--- src/source/scpad_macros.svh ---
`ifndef SCPAD_MACROS_SVH
`define SCPAD_MACROS_SVH

// scratchpad row geometry
`define SCPAD_ROW_BITS        512
`define SCPAD_BEAT_BITS       64
`define SCPAD_BEATS           8

// beat index into a row
`define SCPAD_BEAT_IDX_BITS   3

// holds a beat count from 0 up to 8
`define SCPAD_REQ_CNT_BITS    4

// dram side byte address
`define SCPAD_DRAM_ADDR_BITS  32

// sram bank depth and row index
`define SCPAD_ROWS            16
`define SCPAD_ROW_IDX_BITS    4

// byte count per beat request, up to 64
`define SCPAD_NUM_BYTES_BITS  7

`endif

--- src/source/scpad_types_pkg.sv ---
`default_nettype none

`include "scpad_macros.svh"

package scpad_types_pkg;

    // one scratchpad row
    // flat view for storage and transport
    // beat view for slicing into dram writes, beat 0 in the low bits
    typedef union packed {
        logic [`SCPAD_ROW_BITS-1:0] flat;
        logic [`SCPAD_BEATS-1:0][`SCPAD_BEAT_BITS-1:0] beats;
    } scpad_row_t;

endpackage

`default_nettype wire

--- src/source/scpad_writeback_ctrl.sv ---
`default_nettype none

`include "scpad_macros.svh"

module scpad_writeback_ctrl (
    input  logic                              clk,
    input  logic                              n_rst,
    input  logic                              wb_start,
    input  logic [`SCPAD_ROW_IDX_BITS-1:0]    wb_row,
    input  logic [`SCPAD_DRAM_ADDR_BITS-1:0]  wb_dram_addr,
    input  logic [`SCPAD_REQ_CNT_BITS-1:0]    wb_num_request,
    input  logic [`SCPAD_NUM_BYTES_BITS-1:0]  wb_num_bytes,
    input  scpad_types_pkg::scpad_row_t       rd_data,
    input  logic                              dram_write_req_latched,
    output logic                              wb_busy,
    output logic                              wb_done,
    output logic                              rd_en,
    output logic [`SCPAD_ROW_IDX_BITS-1:0]    rd_row,
    output logic                              dram_write,
    output logic                              dram_valid,
    output scpad_types_pkg::scpad_row_t       sram_rddata,
    output logic [`SCPAD_DRAM_ADDR_BITS-1:0]  dram_addr,
    output logic [`SCPAD_REQ_CNT_BITS-1:0]    num_request,
    output logic [`SCPAD_NUM_BYTES_BITS-1:0]  num_bytes
);

    localparam logic [1:0] ST_IDLE   = 2'd0;
    localparam logic [1:0] ST_READ   = 2'd1;
    localparam logic [1:0] ST_STREAM = 2'd2;

    logic [1:0] state;
    logic [1:0] nxt_state;
    logic       cmd_accept;
    logic       stream_end;

    // start only counts while idle
    assign cmd_accept = wb_start && (state == ST_IDLE);
    assign stream_end = (state == ST_STREAM) && dram_write_req_latched;

    // sram read goes out in the same cycle as the start strobe
    assign rd_en  = cmd_accept;
    assign rd_row = wb_row;

    assign wb_busy    = (state != ST_IDLE);
    assign dram_write = (state == ST_STREAM);
    assign dram_valid = (state == ST_STREAM);

    always_comb begin
        nxt_state = state;
        case (state)
            ST_IDLE: begin
                if (wb_start) begin
                    nxt_state = ST_READ;
                end
            end
            ST_READ: begin
                // read data is on rd_data now, captured at the next edge
                nxt_state = ST_STREAM;
            end
            ST_STREAM: begin
                if (dram_write_req_latched) begin
                    nxt_state = ST_IDLE;
                end
            end
            default: begin
                nxt_state = ST_IDLE;
            end
        endcase
    end

    always_ff @(posedge clk, negedge n_rst) begin
        if (!n_rst) begin
            state   <= ST_IDLE;
            wb_done <= 1'b0;
        end else begin
            state   <= nxt_state;
            wb_done <= stream_end;
        end
    end

    // command fields, held for the whole writeback
    always_ff @(posedge clk) begin
        if (cmd_accept) begin
            dram_addr   <= wb_dram_addr;
            num_request <= wb_num_request;
            num_bytes   <= wb_num_bytes;
        end
    end

    // row from the bank, held while streaming
    always_ff @(posedge clk) begin
        if (state == ST_READ) begin
            sram_rddata.flat <= rd_data.flat;
        end
    end

    // done is a single cycle strobe per command
    property p_done_pulse;
        @(posedge clk) disable iff (!n_rst)
        wb_done |=> !wb_done;
    endproperty

    a_done_pulse: assert property (p_done_pulse)
        else $error("wb_done held high for more than one cycle");

    // beat count stays in range for the whole stream
    property p_num_request_range;
        @(posedge clk) disable iff (!n_rst)
        dram_valid |-> (num_request >= 1 && num_request <= `SCPAD_BEATS);
    endproperty

    a_num_request_range: assert property (p_num_request_range)
        else $error("num_request out of range while streaming: %h", num_request);

endmodule

`default_nettype wire

--- config.mk ---
export PLATFORM = sky130hd
export DESIGN_NAME = scpad_writeback_ctrl
export DESIGN_NICKNAME = d
export VERILOG_FILES = /design/src/source/scpad_types_pkg.sv /design/src/source/scpad_writeback_ctrl.sv
export VERILOG_INCLUDE_DIRS = /design/src /design/src/source
export SDC_FILE = /design/constraint.sdc
export NUM_CORES = 1
export LEC_CHECK = 0
export BUFFER_PORTS_ARGS = -buffer_cell sky130_fd_sc_hd__buf_2
export CORE_AREA = 2 2 440 442
export DETAILED_ROUTE_END_ITERATION = 16
export DIE_AREA = 0 0 442 444
export PLACE_DENSITY = 0.31
export SKIP_LAST_GASP = 1
export SYNTH_ARGS = -nofsm -noshare
export SYNTH_HDL_FRONTEND = slang
export SYNTH_SLANG_ARGS = --single-unit
--- constraint.sdc ---
create_clock -name clk -period 29.5 [get_ports clk]
set_input_delay 1.475 -clock clk [delete_from_list [all_inputs] [get_ports clk]]
set_output_delay 1.475 -clock clk [all_outputs]
set_load 0.01 [all_outputs]
==> metrics.txt <==
status=completed; # setup viols final=0; post-layout util=14.72%; H-Tree Depth=3; Synth Cell Area=16,830 µm²; first-pass GRT wire length=148,000 µm; Hold Fails Final Rpt=0; CTS tree=built; Die H=444 µm; Power Dens Cells=93.08 nW/µm²; fin nets=2,333; DP HPWL=104,800 µm; antenna violations before repair=143; Worst setup SP type=flip-flop; Worst IR Drop VDD=0.03656 mV; part of the Yosys area used for sequential elements=99.48%; critical path endpoint category=flip-flop; worst endpoint required time=29.77 ns; Hold-fix buffers, CTS=0; post-synthesis cell count=572; io pins=1,127; worst r2r src=state[0]$_DFFE_PN0P_; Pwr Total=2.625 mW; Rel. slew slack=27.36%; GRT Overall Usage=12.05%; later-pin clock latency in the skew report=0.70 ns; R2R Path End=sram_rddata[161]$_DFFE_PN_; flop2flop setup slack=26.05 ns; Post-Route WL=123,000 µm; Place WS=26.10 ns; cts bufs inserted=75; final max-slew violation count=0; type of the tightest min-delay check=in -> async; reg2reg path depth=4; Vias=11,980; Setup WS post-layout=26.05 ns; Worst Path Arrival=3.72 ns; kind of critical path=reg -> reg; placed cells=4,219; wire per inst=28.17 µm; vias in the first global route=11,650; Fillers=21,360; Layout area overhead=67.55%; maxcap violations=0; largest net degree at the start of global routing=124; CTS resizes=0; CP Launch Point=state[0]$_DFFE_PN0P_; Iter 0 DRT Violations=789; total gr overflow=0; Pre-antenna DRT Iters=5; setup tns final=0 ns; minimum clock period=3.447 ns; vias per inst=2.743; Port Buf Inserts=1,118; Seq cells post-synth=558; root buf cell=clkbuf_16; share of cells above drive strength 1=67.81%; period utilisation layout=11.68%; Clock Tree Buf Depth=3; most frequent cells in the layout=1,118 x buf_2, 555 x edfxtp_1, 76 x clkbuf_16; Distinct cells, synth=10; clock slew at reported path FFs=0.06 ns; RePlAce Congestion=0.9185; Cell Count, Final, Fillers Out=4,365; die area=196,200 µm²; Worst setup endpoint=sram_rddata[161]$_DFFE_PN_; syn nets=1,135; clk_skew=0.05286 ns; commonest non-fill, non-tap cell in the layout=buf_2; crit path max fanout=123; die width=442 µm; ANT nets after route=0; setup bufs post-CTS=0; Worst-Margin Slew=1.090 ns; Mean Syn Cell Area=29.42 µm²; clock sink count=558; Max Clock Freq=0.2901 GHz; Rows=161; RSZ-0062 raised after global routing=no; Core Box Area=191,600 µm²; LEAKAGE=10.91 nW; initial core utilization=8.784%; YS warnings=0; DRC=0
## metrics by stage
stage / hold WS (ns) / cell area (µm²)
floorplan: 0.5892 / 16830
global placement: 0.6770 / 25630
detailed placement: 0.6355 / 25630
CTS: 0.4511 / 28170
global route: 0.5062 / 28180
finish: 0.5608 / 28200
## worst max-delay path, stage by stage, from the launching register on
cell	delay [ns]
dfrtp_1	0.39
nor2b_4	0.17
buf_4	0.62
buf_12	0.48
buf_4	0.91
## report_power, final
group	total (mW)	switching, mW	internal, mW	leakage, nW
clock network	0.959	0.392	0.567	1.23
logic	0.501	0.368	0.133	4.49
registers	1.16	0.0664	1.10	5.20
total	2.62	0.826	1.80	10.9
## metal layers
layer	track usage, %	share of wire (%)	vias up
li1	-	-	4759
met1	14.55	40	5958
met2	18.70	45	899
met3	6.422	12	335
met4	2.896	2.6	24
met5	0	0.12	-
## area by class of cell
| class | count | area [µm²] | share of cell area (%) |
|---|---|---|---|
| clock inverter | 48 | 579.3 | 2.054 |
| multi-input combinational | 7 | 57.56 | 0.2041 |
| sequential | 558 | 16740 | 59.37 |
| tap | 2526 | 3161 | 11.21 |
| clock buffer | 89 | 1961 | 6.953 |
| timing repair buffer | 1126 | 5668 | 20.10 |
| antenna | 9 | 22.52 | 0.07987 |
| inverter | 2 | 7.507 | 0.02662 |
## flip-flops by register name (all words and copies together), names as in the netlist
name         count
num_request      4
dram_addr       32
wb_done          1
sram_rddata    512
state            2
num_bytes        7
## how the worst min path moves through the flow
stage	startpoint	to	slack, ns	cells past startpoint
after global routing	n_rst	state[0]$_DFFE_PN0P_	0.51	1
after CTS	n_rst	state[1]$_DFFE_PN0P_	0.45	1
after global placement	state[0]$_DFFE_PN0P_	wb_done$_DFF_PN0_	0.68	2
after floorplan	state[1]$_DFFE_PN0P_	state[0]$_DFFE_PN0P_	0.59	2
final	n_rst	state[1]$_DFFE_PN0P_	0.56	1
after detailed placement	state[0]$_DFFE_PN0P_	wb_done$_DFF_PN0_	0.64	2
## cell families (layout without fill, tap and decap cells)
logic type,count (synthesis),in the layout,synth area share [%]
simple gates,6,6,0.2083
other cells,0,9,0
buf+inv,7,1265,0.2677
compound gates,1,1,0.04463
flops,558,558,99.48
## synthesized netlist by cell type
cell type / number / area [µm²]
nor2b_2: 1 / 8.760
nor2_1: 2 / 7.510
dfrtp_1: 3 / 75.07
buf_4: 5 / 37.54
or2_1: 1 / 6.260
a21o_1: 1 / 7.510
and2_1: 1 / 6.260
nor2b_1: 1 / 6.260
edfxtp_1: 555 / 16670
inv_1: 2 / 7.510
Note: power is estimated with default switching activity, not from simulation.
