--- src/source/scpad_macros.svh ---
`ifndef SCPAD_MACROS_SVH
`define SCPAD_MACROS_SVH

// scratchpad row geometry
`define SCPAD_ROW_BITS        512
`define SCPAD_BEAT_BITS       64
`define SCPAD_BEATS           8

// beat index into a row
`define SCPAD_BEAT_IDX_BITS   3

// holds a beat count from 0 up to 8
`define SCPAD_REQ_CNT_BITS    4

// dram side byte address
`define SCPAD_DRAM_ADDR_BITS  32

// sram bank depth and row index
`define SCPAD_ROWS            16
`define SCPAD_ROW_IDX_BITS    4

// byte count per beat request, up to 64
`define SCPAD_NUM_BYTES_BITS  7

`endif

--- src/source/scpad_types_pkg.sv ---
`default_nettype none

`include "scpad_macros.svh"

package scpad_types_pkg;

    // one scratchpad row
    // flat view for storage and transport
    // beat view for slicing into dram writes, beat 0 in the low bits
    typedef union packed {
        logic [`SCPAD_ROW_BITS-1:0] flat;
        logic [`SCPAD_BEATS-1:0][`SCPAD_BEAT_BITS-1:0] beats;
    } scpad_row_t;

endpackage

`default_nettype wire

--- src/source/dram_write_latch.sv ---
`default_nettype none

`include "scpad_macros.svh"

module dram_write_latch (
    input  logic                              clk,
    input  logic                              n_rst,
    input  logic                              dram_write,
    input  logic                              dram_valid,
    input  scpad_types_pkg::scpad_row_t       sram_rddata,
    input  logic [`SCPAD_DRAM_ADDR_BITS-1:0]  dram_addr,
    input  logic [`SCPAD_REQ_CNT_BITS-1:0]    num_request,
    input  logic [`SCPAD_NUM_BYTES_BITS-1:0]  num_bytes,
    input  logic                              dram_be_busy,
    output logic                              dram_write_req_valid,
    output logic [`SCPAD_BEAT_BITS-1:0]       dram_write_req_wdata,
    output logic [`SCPAD_DRAM_ADDR_BITS-1:0]  dram_write_req_addr,
    output logic [`SCPAD_NUM_BYTES_BITS-1:0]  dram_write_req_num_bytes,
    output logic                              dram_write_req_latched
);

    // byte offset inside a beat, then beat index inside a row
    localparam int BYTE_OFS_BITS = $clog2(`SCPAD_BEAT_BITS / 8);
    localparam int ROW_OFS_BITS  = BYTE_OFS_BITS + `SCPAD_BEAT_IDX_BITS;

    // beats already registered for this row
    logic [`SCPAD_REQ_CNT_BITS-1:0]  req_cnt;
    logic [`SCPAD_BEAT_IDX_BITS-1:0] beat_idx;
    logic                            active;
    logic                            more_beats;
    logic                            load_beat;

    assign active     = dram_write && dram_valid;
    assign more_beats = (req_cnt != num_request);
    assign beat_idx   = req_cnt[`SCPAD_BEAT_IDX_BITS-1:0];

    // a new beat only goes in when the backend can take the current one
    assign load_beat = active && more_beats && !dram_be_busy;

    // every beat registered and the last one has left the register
    assign dram_write_req_latched = active && !more_beats && !dram_write_req_valid;

    always_ff @(posedge clk, negedge n_rst) begin
        if (!n_rst) begin
            req_cnt              <= '0;
            dram_write_req_valid <= 1'b0;
        end else if (dram_write_req_latched) begin
            req_cnt              <= '0;
            dram_write_req_valid <= 1'b0;
        end else if (!dram_be_busy) begin
            if (load_beat) begin
                req_cnt              <= req_cnt + 1'b1;
                dram_write_req_valid <= 1'b1;
            end else begin
                // present beat accepted with nothing behind it
                dram_write_req_valid <= 1'b0;
            end
        end
    end

    // beat payload
    always_ff @(posedge clk) begin
        if (load_beat) begin
            dram_write_req_wdata     <= sram_rddata.beats[beat_idx];
            dram_write_req_addr      <= {dram_addr[`SCPAD_DRAM_ADDR_BITS-1:ROW_OFS_BITS],
                                         beat_idx,
                                         {BYTE_OFS_BITS{1'b0}}};
            dram_write_req_num_bytes <= num_bytes;
        end
    end

    // a stalled beat must not move until the backend takes it
    property p_hold_under_busy;
        @(posedge clk) disable iff (!n_rst)
        (dram_write_req_valid && dram_be_busy) |=>
            (dram_write_req_valid
             && $stable(dram_write_req_wdata)
             && $stable(dram_write_req_addr)
             && $stable(dram_write_req_num_bytes));
    endproperty

    a_hold_under_busy: assert property (p_hold_under_busy)
        else $error("beat changed under busy, addr %h", dram_write_req_addr);

    // never more than one row of beats
    property p_cnt_bound;
        @(posedge clk) disable iff (!n_rst)
        req_cnt <= `SCPAD_BEATS;
    endproperty

    a_cnt_bound: assert property (p_cnt_bound)
        else $error("beat counter overflow: %h", req_cnt);

endmodule

`default_nettype wire

--- config.mk ---
export PLATFORM = sky130hd
export DESIGN_NAME = dram_write_latch
export DESIGN_NICKNAME = d
export VERILOG_FILES = /design/src/source/scpad_types_pkg.sv /design/src/source/dram_write_latch.sv
export VERILOG_INCLUDE_DIRS = /design/src /design/src/source
export SDC_FILE = /design/constraint.sdc
export NUM_CORES = 1
export LEC_CHECK = 0
export ABC_AREA = 1
export BUFFER_PORTS_ARGS = -buffer_cell sky130_fd_sc_hd__buf_2
export CAP_MARGIN = 15
export CORE_AREA = 3 3 258 260
export CTS_CLUSTER_SIZE = 24
export DETAILED_ROUTE_END_ITERATION = 16
export DIE_AREA = 0 0 261 263
export PLACE_DENSITY = 0.34
export SLEW_MARGIN = 40
export SYNTH_ARGS = -nofsm -noshare
export SYNTH_HDL_FRONTEND = slang
export SYNTH_SLANG_ARGS = --single-unit
--- constraint.sdc ---
create_clock -name clk -period 2.4 [get_ports clk]
set_input_delay 0.24 -clock clk [delete_from_list [all_inputs] [get_ports clk]]
set_output_delay 0.24 -clock clk [all_outputs]
set_load 0.02 [all_outputs]
==> results of run 1 <==
stage by stage:
stage	instances	hold slack, ns	setup slack (ns)	utilization (%)
CTS	2568	0.0000147	0.261	19.2
global route	2574	0.0136	0.180	19.2
detailed placement	2524	0.0811	0.274	18.3
finish	2574	0.0447	0.309	19.2
floorplan	1094	-0.0556	0.267	-
global placement	2524	0.0728	0.318	18.3
layer usage:
metal / wire (um) / share of wire, % / global-route usage [%]
met4: 919 / 2.0 / 4.18
met1: 18200 / 40 / 14.9
met3: 3280 / 7.3 / 2.57
met2: 22800 / 50 / 21.8
met5: 34 / 0.075 / 0
final cells by class:
class / count / share of cell area, %
multi-input cells: 875 / 32.0
flip-flops and latches: 105 / 25.4
inverters: 11 / 0.445
diodes: 6 / 0.121
well taps: 855 / 8.65
repair buffers: 706 / 31.1
clock inverters: 6 / 0.466
clock buffers: 10 / 1.85
kinds of logic after synthesis:
kind of cell / Yosys count / synth area share [%]
buffers and inverters: 114 / 8.69
other: 1 / 0.0484
XOR/XNOR: 1 / 0.113
AND/OR/NAND/NOR: 486 / 23.8
adder cells (fa/ha/maj): 1 / 0.161
AO/OA/AOI/OAI: 384 / 26.9
flip-flops: 105 / 40.4
power by group:
part           leakage, nW  internal (mW)  total (mW)  switching (mW)
combinational         4.54           2.30        6.86            4.57
sequential           0.980           2.50        2.60          0.0973
clock                0.142          0.735        1.58           0.845
cell usage after synthesis (2+ instances only):
master	number	area [um^2]
nor2_1	260	976
nand2_1	216	811
o21ai_0	169	846
o22ai_1	128	801
edfxtp_1	100	3000
o21ai_1	87	435
clkbuf_1	41	154
buf_2	24	120
buf_4	16	120
buf_6	16	180
inv_1	8	30.0
nand3_1	6	30.0
dfrtp_1	5	125
nand4_1	3	18.8
buf_1	2	7.51
clkbuf_2	2	10.0
inv_2	2	7.51
flip-flops by register name (all words and copies together), names as in the netlist:
name / count
dram_write_req_wdata: 64
dram_write_req_addr: 29
dram_write_req_num_bytes: 7
req_cnt: 4
dram_write_req_valid: 1
final timing paths:
check	startpoint	endpoint	slack (ns)	cells past startpoint
min in group asynchronous	n_rst	req_cnt[3]$_DFFE_PN0P_	0.20	2
worst max-delay path	req_cnt[0]$_DFFE_PN0P_	dram_write_req_wdata[34]$_DFFE_PP_	0.31	8
worst min register to register	dram_write_req_valid$_DFFE_PN0P_	dram_write_req_valid$_DFFE_PN0P_	0.53	2
worst min-delay path	num_bytes[6]	dram_write_req_num_bytes[6]$_DFFE_PP_	0.04	1
max in group asynchronous	n_rst	req_cnt[1]$_DFFE_PN0P_	2.02	2
worst max register to register	req_cnt[0]$_DFFE_PN0P_	dram_write_req_wdata[34]$_DFFE_PP_	0.31	8
critical path, cell delays in order, from the launching register on:
cell and delay, ns:
dfrtp_4 0.54, inv_8 0.14, nand2_1 0.07, nand2_1 0.07, nor2_1 0.06, nand2_1 0.12
nand2_2 0.13, inv_4 0.22, buf_12 0.26
==> flow_metrics.env, run 1 <==
export IMPL_arrival_ns=2.13
export IMPL_wl_per_cell_um=17.5
export IMPL_cp_start_kind="register"
export IMPL_synthArstFlopShare_pct=4.76
export IMPL_finalSetupViolCount=0
export IMPL_hpwl_um=35100
export IMPL_final_setup_tns_ns=0
export IMPL_fillers=7502
export IMPL_multi_input_area_mm2=0.00396
export IMPL_cts_tree="yes"
export IMPL_drt_iter0_markers=456
export IMPL_power_density_mw_per_mm2=893
export IMPL_total_power_mw=11.0
export IMPL_clock_latency_ns=0.38
export IMPL_vias_per_cell=4.00
export IMPL_first_pass_iters=5
export IMPL_ctsRootBufferMaster="clkbuf_16"
export IMPL_drcViolationCount=0
export IMPL_worstPathRequired_ns=2.43
export IMPL_postCtsSetupBuffers=0
export IMPL_syn_instance_count=1092
export IMPL_final_cell_mix="buf_2 (655), nor2_1 (260), nand2_1 (216), o21ai_0 (169), o22ai_1 (128)"
export IMPL_ant_nets=0
export IMPL_grt_pass1_wl_um=64600
export IMPL_avgSynthCellArea_um2=7.10
export IMPL_max_slew_margin_pct=48.4
export IMPL_initial_core_util_pct=12.0
export IMPL_critPathKind="register to register"
export IMPL_core_rowCount=93
export IMPL_clockBufferDepth=2
export IMPL_grt_usage_pct=12.4
export IMPL_drive_gt1_share_pct=40.9
export IMPL_cts_sinks=105
export IMPL_clk_pin_slew_ns=0.09
export IMPL_cts_made_buffers=9
export IMPL_fin_area_mm2=0.0124
export IMPL_place_gp_congestion=0.828
export IMPL_ys_flop_type="edfxtp_1"
export IMPL_hold_violations=0
export IMPL_area_delta_synth_final_pct=59.5
export IMPL_io_pins=665
export IMPL_max_cap_violations=0
export IMPL_critPathMaxFanout=45
export IMPL_antenna_found_initial=12
export IMPL_leakage_nw=5.67
export IMPL_netlist_area_mm2=0.00775
export IMPL_timing_final_crit_share_pct=87.1
export IMPL_dieHeight_um=263
export IMPL_ys_ff_latch=105
export IMPL_core_area_mm2=0.0643
export IMPL_wirelength_um=45100
export IMPL_regArea_mm2=0.00314
export IMPL_slew_viol_final=0
export IMPL_hold_path_class="input port to register"
export IMPL_final_common_cell="buf_2"
export IMPL_status="completed"
export IMPL_ir_worst_vdd_v=0.000559
export IMPL_rsz0062_at_grt="no"
export IMPL_portBuffers=655
export IMPL_vias=10304
export IMPL_layout_nets=2269
export IMPL_grt_overflow=0
export IMPL_synth_edff_count=100
export IMPL_ys_seq_area_share_pct=40.4
export IMPL_post_cts_resized=0
export IMPL_postPlaceCellArea_mm2=0.0118
export IMPL_h_tree_depth=3
export IMPL_dieArea_mm2=0.0686
export IMPL_fp_dieW_um=261
export IMPL_worst_pin_slew_ns=0.774
export IMPL_grt_max_degree=129
export IMPL_yosysWarnings=0
export IMPL_max_freq_ghz=0.478
export IMPL_cts_hold_buf=28
export IMPL_grt_pass1_vias=10343
export IMPL_synth_cell_types=24
export IMPL_skew_ns=0.0161
export IMPL_period_needed_ns=2.09
export IMPL_cp_end_kind="register"
(Power assumes the default switching activity.)
==> inputs of run 2 (changes only) <==
--- a/config.mk
+++ b/config.mk
@@ -6,14 +6,14 @@
 export SDC_FILE = /design/constraint.sdc
 export NUM_CORES = 1
 export LEC_CHECK = 0
-export ABC_AREA = 1
+export ABC_AREA = 0
 export BUFFER_PORTS_ARGS = -buffer_cell sky130_fd_sc_hd__buf_2
 export CAP_MARGIN = 15
-export CORE_AREA = 3 3 258 260
+export CORE_AREA = 3 3 259 261
 export CTS_CLUSTER_SIZE = 24
 export DETAILED_ROUTE_END_ITERATION = 16
-export DIE_AREA = 0 0 261 263
-export PLACE_DENSITY = 0.34
+export DIE_AREA = 0 0 262 264
+export PLACE_DENSITY = 0.33
 export SLEW_MARGIN = 40
 export SYNTH_ARGS = -nofsm -noshare
 export SYNTH_HDL_FRONTEND = slang
==> flow_metrics.env, run 2 <==
export IMPL_status="completed"
export IMPL_p_clk_share_pct=17.2
export IMPL_dieArea_mm2=0.0692
export IMPL_p_int_mw=6.37
export IMPL_postCtsSetupBuffers=0
export IMPL_grt_usage_pct=9.78
export IMPL_clk_pin_slew_ns=0.08
export IMPL_r2r_slack_ns=0.37
export IMPL_dieHeight_um=264
export IMPL_yosysWarnings=0
export IMPL_p_comb_share_pct=56.2
export IMPL_core_rowCount=93
export IMPL_critPathMaxFanout=18
export IMPL_cts_made_buffers=9
export IMPL_final_setup_tns_ns=0
export IMPL_final_util_pct=18.9
export IMPL_leakage_nw=5.13
export IMPL_final_cell_mix="buf_2 (655), mux4_2 (128), edfxtp_1 (100), mux2_2 (65), dlygate4sd3_1 (26)"
export IMPL_area_delta_synth_final_pct=70.7
export IMPL_clockBufferDepth=2
export IMPL_reg_top3="dram_write_req_wdata: 64 flops, dram_write_req_addr: 29 flops, dram_write_req_num_bytes: 7 flops"
export IMPL_clock_latency_ns=0.39
export IMPL_skew_ns=0.0122
export IMPL_reg2regPathDepth=4
export IMPL_drt_iter0_markers=243
export IMPL_netlist_area_mm2=0.00717
export IMPL_total_power_mw=9.59
export IMPL_rsz0062_at_grt="no"
export IMPL_ant_nets=0
export IMPL_fillers=7182
export IMPL_endpoint="dram_write_req_wdata[17]$_DFFE_PP_"
export IMPL_synth_top_area_share_pct=41.9
export IMPL_slew_viol_final=0
export IMPL_cp_start_kind="register"
export IMPL_p_switching_mw=3.22
export IMPL_wl_per_cell_um=19.0
export IMPL_synth_cell_types=26
export IMPL_core_area_mm2=0.0647
export IMPL_cts_hold_buf=26
export IMPL_cts_sinks=105
export IMPL_post_cts_resized=0
export IMPL_drcViolationCount=0
export IMPL_final_common_cell="buf_2"
export IMPL_synthArstFlopShare_pct=4.76
export IMPL_timing_rr_start="req_cnt[0]$_DFFE_PN0P_"
export IMPL_syn_instance_count=363
export IMPL_critPathKind="register to register"
export IMPL_grt_max_degree=72
export IMPL_first_pass_iters=4
export IMPL_whs_ns=0.0464
export IMPL_max_freq_ghz=0.492
export IMPL_initial_core_util_pct=11.1
export IMPL_ys_flop_type="edfxtp_1"
export IMPL_finalNonFillerCells=1903
export IMPL_cts_tree="yes"
export IMPL_max_slew_margin_pct=64.0
export IMPL_hold_violations=0
export IMPL_p_seq_share_pct=26.7
export IMPL_ir_worst_vdd_v=0.000416
export IMPL_hold_path_class="input port to register"
export IMPL_synth_edff_count=100
export IMPL_fp_dieW_um=262
export IMPL_swShare_pct=33.6
export IMPL_top_register="dram_write_req_wdata"
export IMPL_cp_end_kind="register"
export IMPL_place_gp_congestion=0.791
export IMPL_worst_r2r_endpoint="dram_write_req_wdata[17]$_DFFE_PP_"
export IMPL_largest_register_ffs=64
export IMPL_timing_final_crit_share_pct=84.7
export IMPL_hpwl_um=30500
export IMPL_h_tree_depth=3
export IMPL_finalSetupViolCount=0
export IMPL_ys_seq_area_share_pct=43.7
export IMPL_ys_ff_latch=105
export IMPL_max_cap_violations=0
export IMPL_arrival_ns=2.18
export IMPL_ys_top_cells_by_count="mux4_2 (128), edfxtp_1 (100), mux2_2 (65), clkbuf_1 (18), buf_6 (10)"
export IMPL_startpoint="req_cnt[0]$_DFFE_PN0P_"
export IMPL_synthTopCellsByArea="edfxtp_1 (42%), mux4_2 (40%), mux2_2 (10%)"
export IMPL_vias=6718
export IMPL_power_density_mw_per_mm2=784
export IMPL_wirelength_um=36100
export IMPL_antenna_found_initial=5
export IMPL_worst_pin_slew_ns=0.540
export IMPL_layout_nets=1603
export IMPL_avgSynthCellArea_um2=19.7
export IMPL_io_pins=665
export IMPL_ctsRootBufferMaster="clkbuf_16"
export IMPL_portBuffers=655
export IMPL_period_needed_ns=2.03
export IMPL_vias_per_cell=3.53
export IMPL_synth_most_common_cell="mux4_2"
export IMPL_grt_pass1_vias=7557
export IMPL_worstPathRequired_ns=2.54
export IMPL_grt_overflow=0
export IMPL_drive_gt1_share_pct=85.3
export IMPL_synth_top_area_cell="edfxtp_1"
export IMPL_grt_pass1_wl_um=48800
export IMPL_dp_cells=1860
[run 2: cells by family after synthesis]
group                    share of synthesized area [%]
multiplexers                                      50.6
flip-flops                                        43.7
buffers and inverters                             3.47
AND/OR/NAND/NOR                                   1.08
AO/OA/AOI/OAI                                    0.489
XOR/XNOR                                         0.489
adder cells (fa/ha/maj)                          0.175
other                                           0.0523
[run 2: layout make-up]
type                    instances  area, um^2  area share, %
clock buffers                   9         225           1.84
multi-input cells             219        3800           31.0
diodes                          1        2.50         0.0205
clock inverters                 7        77.6          0.634
repair buffers                707        3920           32.1
flip-flops and latches        105        3140           25.7
well taps                     855        1070           8.74
[run 2: power by group through the flow]
stage               Combinational (mW)  Clock (mW)  Sequential (mW)
floorplan                         3.57           0             2.76
global placement                  5.48           0             2.60
detailed placement                5.49           0             2.61
CTS                               5.54        1.79             2.57
global route                      5.82        1.83             2.58
finish                            5.39        1.65             2.56
[run 2: metrics by stage]
step | setup WS (ns) | instance area, um^2
2_1_floorplan | 0.256 | 7180
3_3_place_gp | 0.372 | 11700
3_5_place_dp | 0.361 | 11700
4_1_cts | 0.305 | 12200
5_1_grt | 0.229 | 12200
6_report | 0.366 | 12200
[run 2: critical path, cell delays in order (launching register included)]
cell	delay, ns
dfrtp_4	0.50
buf_12	0.20
buf_12	0.19
mux4_2	0.57
mux2_2	0.28
[run 2: layer usage]
metal	up-vias	part of all wire [%]	global-route usage, %
li1	2982	-	-
met1	3324	36	10.4
met4	4	2.1	2.95
met5	-	0.075	0
met3	34	9.0	3.13
met2	374	53	18.3
[run 2: worst min-delay path by stage]
stage	startpoint	end	slack [ns]	depth (start not counted)
3_5_place_dp	n_rst	dram_write_req_valid$_DFFE_PN0P_	0.07	1
5_1_grt	dram_addr[11]	dram_write_req_addr[11]$_DFFE_PP_	0.01	1
4_1_cts	dram_addr[13]	dram_write_req_addr[13]$_DFFE_PP_	0.0003	1
3_3_place_gp	n_rst	dram_write_req_valid$_DFFE_PN0P_	0.07	1
6_report	dram_addr[27]	dram_write_req_addr[27]$_DFFE_PP_	0.05	1
2_1_floorplan	n_rst	dram_write_req_valid$_DFFE_PN0P_	-0.06	0
==> inputs of run 3 (changes only) <==
--- a/config.mk
+++ b/config.mk
@@ -9,11 +9,11 @@
 export ABC_AREA = 0
 export BUFFER_PORTS_ARGS = -buffer_cell sky130_fd_sc_hd__buf_2
 export CAP_MARGIN = 15
-export CORE_AREA = 3 3 259 261
+export CORE_AREA = 3 3 260 262
 export CTS_CLUSTER_SIZE = 24
 export DETAILED_ROUTE_END_ITERATION = 16
-export DIE_AREA = 0 0 262 264
-export PLACE_DENSITY = 0.33
+export DIE_AREA = 0 0 263 265
+export PLACE_DENSITY = 0.32
 export SLEW_MARGIN = 40
 export SYNTH_ARGS = -nofsm -noshare
 export SYNTH_HDL_FRONTEND = slang
==> constraint.sdc (replaced) <==
create_clock -name clk -period 1.9 [get_ports clk]
set_input_delay 0.19 -clock clk [delete_from_list [all_inputs] [get_ports clk]]
set_output_delay 0.19 -clock clk [all_outputs]
set_load 0.02 [all_outputs]
==> flow_metrics.env, run 3 (synthesis gave the netlist of run 2 again) <==
export IMPL_fp_dieW_um=263
export IMPL_max_freq_ghz=0.502
export IMPL_grt_overflow=0
export IMPL_grt_pass1_vias=8066
export IMPL_holdPathEnd="dram_write_req_valid$_DFFE_PN0P_"
export IMPL_place_gp_congestion=0.840
export IMPL_cp_start_kind="register"
export IMPL_reg2regPathDepth=7
export IMPL_core_area_mm2=0.0656
export IMPL_initial_core_util_pct=10.9
export IMPL_holdPathStages=2
export IMPL_vias_per_cell=3.55
export IMPL_p_switching_mw=4.39
export IMPL_hold_violations=0
export IMPL_drt_iter0_markers=284
export IMPL_hpwl_um=30700
export IMPL_finalSetupViolCount=159
export IMPL_portBuffers=655
export IMPL_final_cell_mix="buf_2 (654), mux4_2 (128), edfxtp_1 (100), mux2_2 (47), dlygate4sd3_1 (34)"
export IMPL_wl_per_cell_um=18.9
export IMPL_clockBufferDepth=2
export IMPL_hold_start="dram_be_busy"
export IMPL_cts_sinks=105
export IMPL_cp_end_kind="register"
export IMPL_ir_worst_vdd_v=0.000490
export IMPL_cts_made_buffers=9
export IMPL_grt_pass1_wl_um=52400
export IMPL_max_slew_margin_pct=65.2
export IMPL_p_seq_share_pct=24.5
export IMPL_r2r_slack_ns=-0.09
export IMPL_period_needed_ns=1.99
export IMPL_total_power_mw=13.2
export IMPL_hold_path_class="input port to register"
export IMPL_vias=7009
export IMPL_power_density_mw_per_mm2=1000
export IMPL_postPlaceCellArea_mm2=0.0119
export IMPL_clk_pin_slew_ns=0.09
export IMPL_status="finished with violations"
export IMPL_p_comb_share_pct=60.1
export IMPL_post_place_ws_ns=-0.198
export IMPL_h_tree_depth=3
export IMPL_top_register="dram_write_req_wdata"
export IMPL_fin_area_mm2=0.0131
export IMPL_leakage_nw=5.60
export IMPL_final_setup_tns_ns=-8.46
export IMPL_area_delta_synth_final_pct=83.3
export IMPL_drcViolationCount=0
export IMPL_antenna_found_initial=6
export IMPL_dp_cells=1901
export IMPL_swShare_pct=33.4
export IMPL_ant_nets=0
export IMPL_final_util_pct=20.0
export IMPL_p_clk_share_pct=15.4
export IMPL_clock_latency_ns=0.38
export IMPL_drive_gt1_share_pct=85.7
export IMPL_worst_slack_ns=-0.0933
export IMPL_dieArea_mm2=0.0697
export IMPL_finalNonFillerCells=1974
export IMPL_max_cap_violations=0
export IMPL_worst_r2r_endpoint="dram_write_req_wdata[33]$_DFFE_PP_"
export IMPL_wirelength_um=37400
export IMPL_rsz0062_at_grt="yes"
export IMPL_first_pass_iters=4
export IMPL_worstPathRequired_ns=2.05
export IMPL_timing_final_crit_share_pct=105
export IMPL_ctsRootBufferMaster="clkbuf_16"
export IMPL_whs_ns=0.0587
export IMPL_grt_max_degree=65
export IMPL_p_int_mw=8.77
export IMPL_reg_top3="dram_write_req_wdata: 64 flops, dram_write_req_addr: 29 flops, dram_write_req_num_bytes: 7 flops"
export IMPL_slew_viol_final=0
export IMPL_timing_rr_start="req_cnt[1]$_DFFE_PN0P_"
export IMPL_cts_tree="yes"
export IMPL_dieHeight_um=265
export IMPL_layout_nets=1663
export IMPL_violations="negative setup slack"
export IMPL_io_pins=665
export IMPL_skew_ns=0.0136
export IMPL_critPathMaxFanout=10
export IMPL_grt_usage_pct=10.1
export IMPL_largest_register_ffs=64
export IMPL_core_rowCount=94
export IMPL_final_common_cell="buf_2"
export IMPL_critPathKind="register to register"
export IMPL_arrival_ns=2.14
export IMPL_worst_pin_slew_ns=0.523
==> run 3: cell types whose count changed in the layout (fill, tap and decap cells not counted), sizes merged <==
cell         previous run  this run
buf                   681       725
dlygate4sd3            26        34
clkbuf                  9        16
diode                   1         3
bufbuf                  0         1
bufinv                  1         0
clkinv                  3         4
==> run 3: power groups by stage <==
| stage | logic [mW] | registers, mW | clock network (mW) |
|---|---|---|---|
| finish | 7.91 | 3.22 | 2.02 |
| global placement | 7.32 | 3.28 | 0 |
| detailed placement | 7.28 | 3.29 | 0 |
| CTS | 7.55 | 3.23 | 2.21 |
| global route | 8.57 | 3.25 | 2.26 |
| floorplan | 4.51 | 3.48 | 0 |
==> run 3: worst max path at each step <==
stage / start / slack [ns] / to
after floorplan: req_cnt[0]$_DFFE_PN0P_ / -0.21 / dram_write_req_addr[10]$_DFFE_PP_
after global placement: req_cnt[0]$_DFFE_PN0P_ / -0.24 / dram_write_req_addr[25]$_DFFE_PP_
after detailed placement: req_cnt[0]$_DFFE_PN0P_ / -0.20 / dram_write_req_addr[14]$_DFFE_PP_
after CTS: req_cnt[0]$_DFFE_PN0P_ / -0.13 / dram_write_req_wdata[52]$_DFFE_PP_
after global routing: req_cnt[0]$_DFFE_PN0P_ / -0.17 / dram_write_req_latched
final: req_cnt[1]$_DFFE_PN0P_ / -0.09 / dram_write_req_wdata[33]$_DFFE_PP_
==> run 3: critical path, stage by stage, from the launching register on <==
cell	delay [ns]
dfrtp_4	0.54
xnor2_1	0.28
nand4_4	0.14
buf_4	0.16
buf_6	0.10
and2_4	0.19
buf_12	0.16
clkbuf_16	0.17
==> run 3: area by class of cell <==
type | count | area [um^2]
fill | 7218 | 52500
timing repair buffer | 767 | 4700
multi-input combinational | 219 | 3910
sequential | 105 | 3140
tap | 864 | 1080
clock buffer | 9 | 225
clock inverter | 7 | 72.6
antenna | 3 | 7.51
==> run 3: per-layer routing <==
layer  share of wire, %  GRT usage, %  up-vias
met2                 54          18.6      352
met5              0.099             0        -
met4                1.6          3.20        4
met3                7.3          3.21       27
li1                   -             -     3110
met1                 37          11.1     3516
==> run 3: timing repair <==
item | 4_1_cts | 5_1_grt
endpoints found under the hold margin | 38 | 0
pin swaps | 1 | 0
endpoints found under the setup margin | 131 | 147
gates resized for setup | 14 | 45
hold buffers | 34 | 0
setup buffers | 7 | 4
cloned | 2 | 7
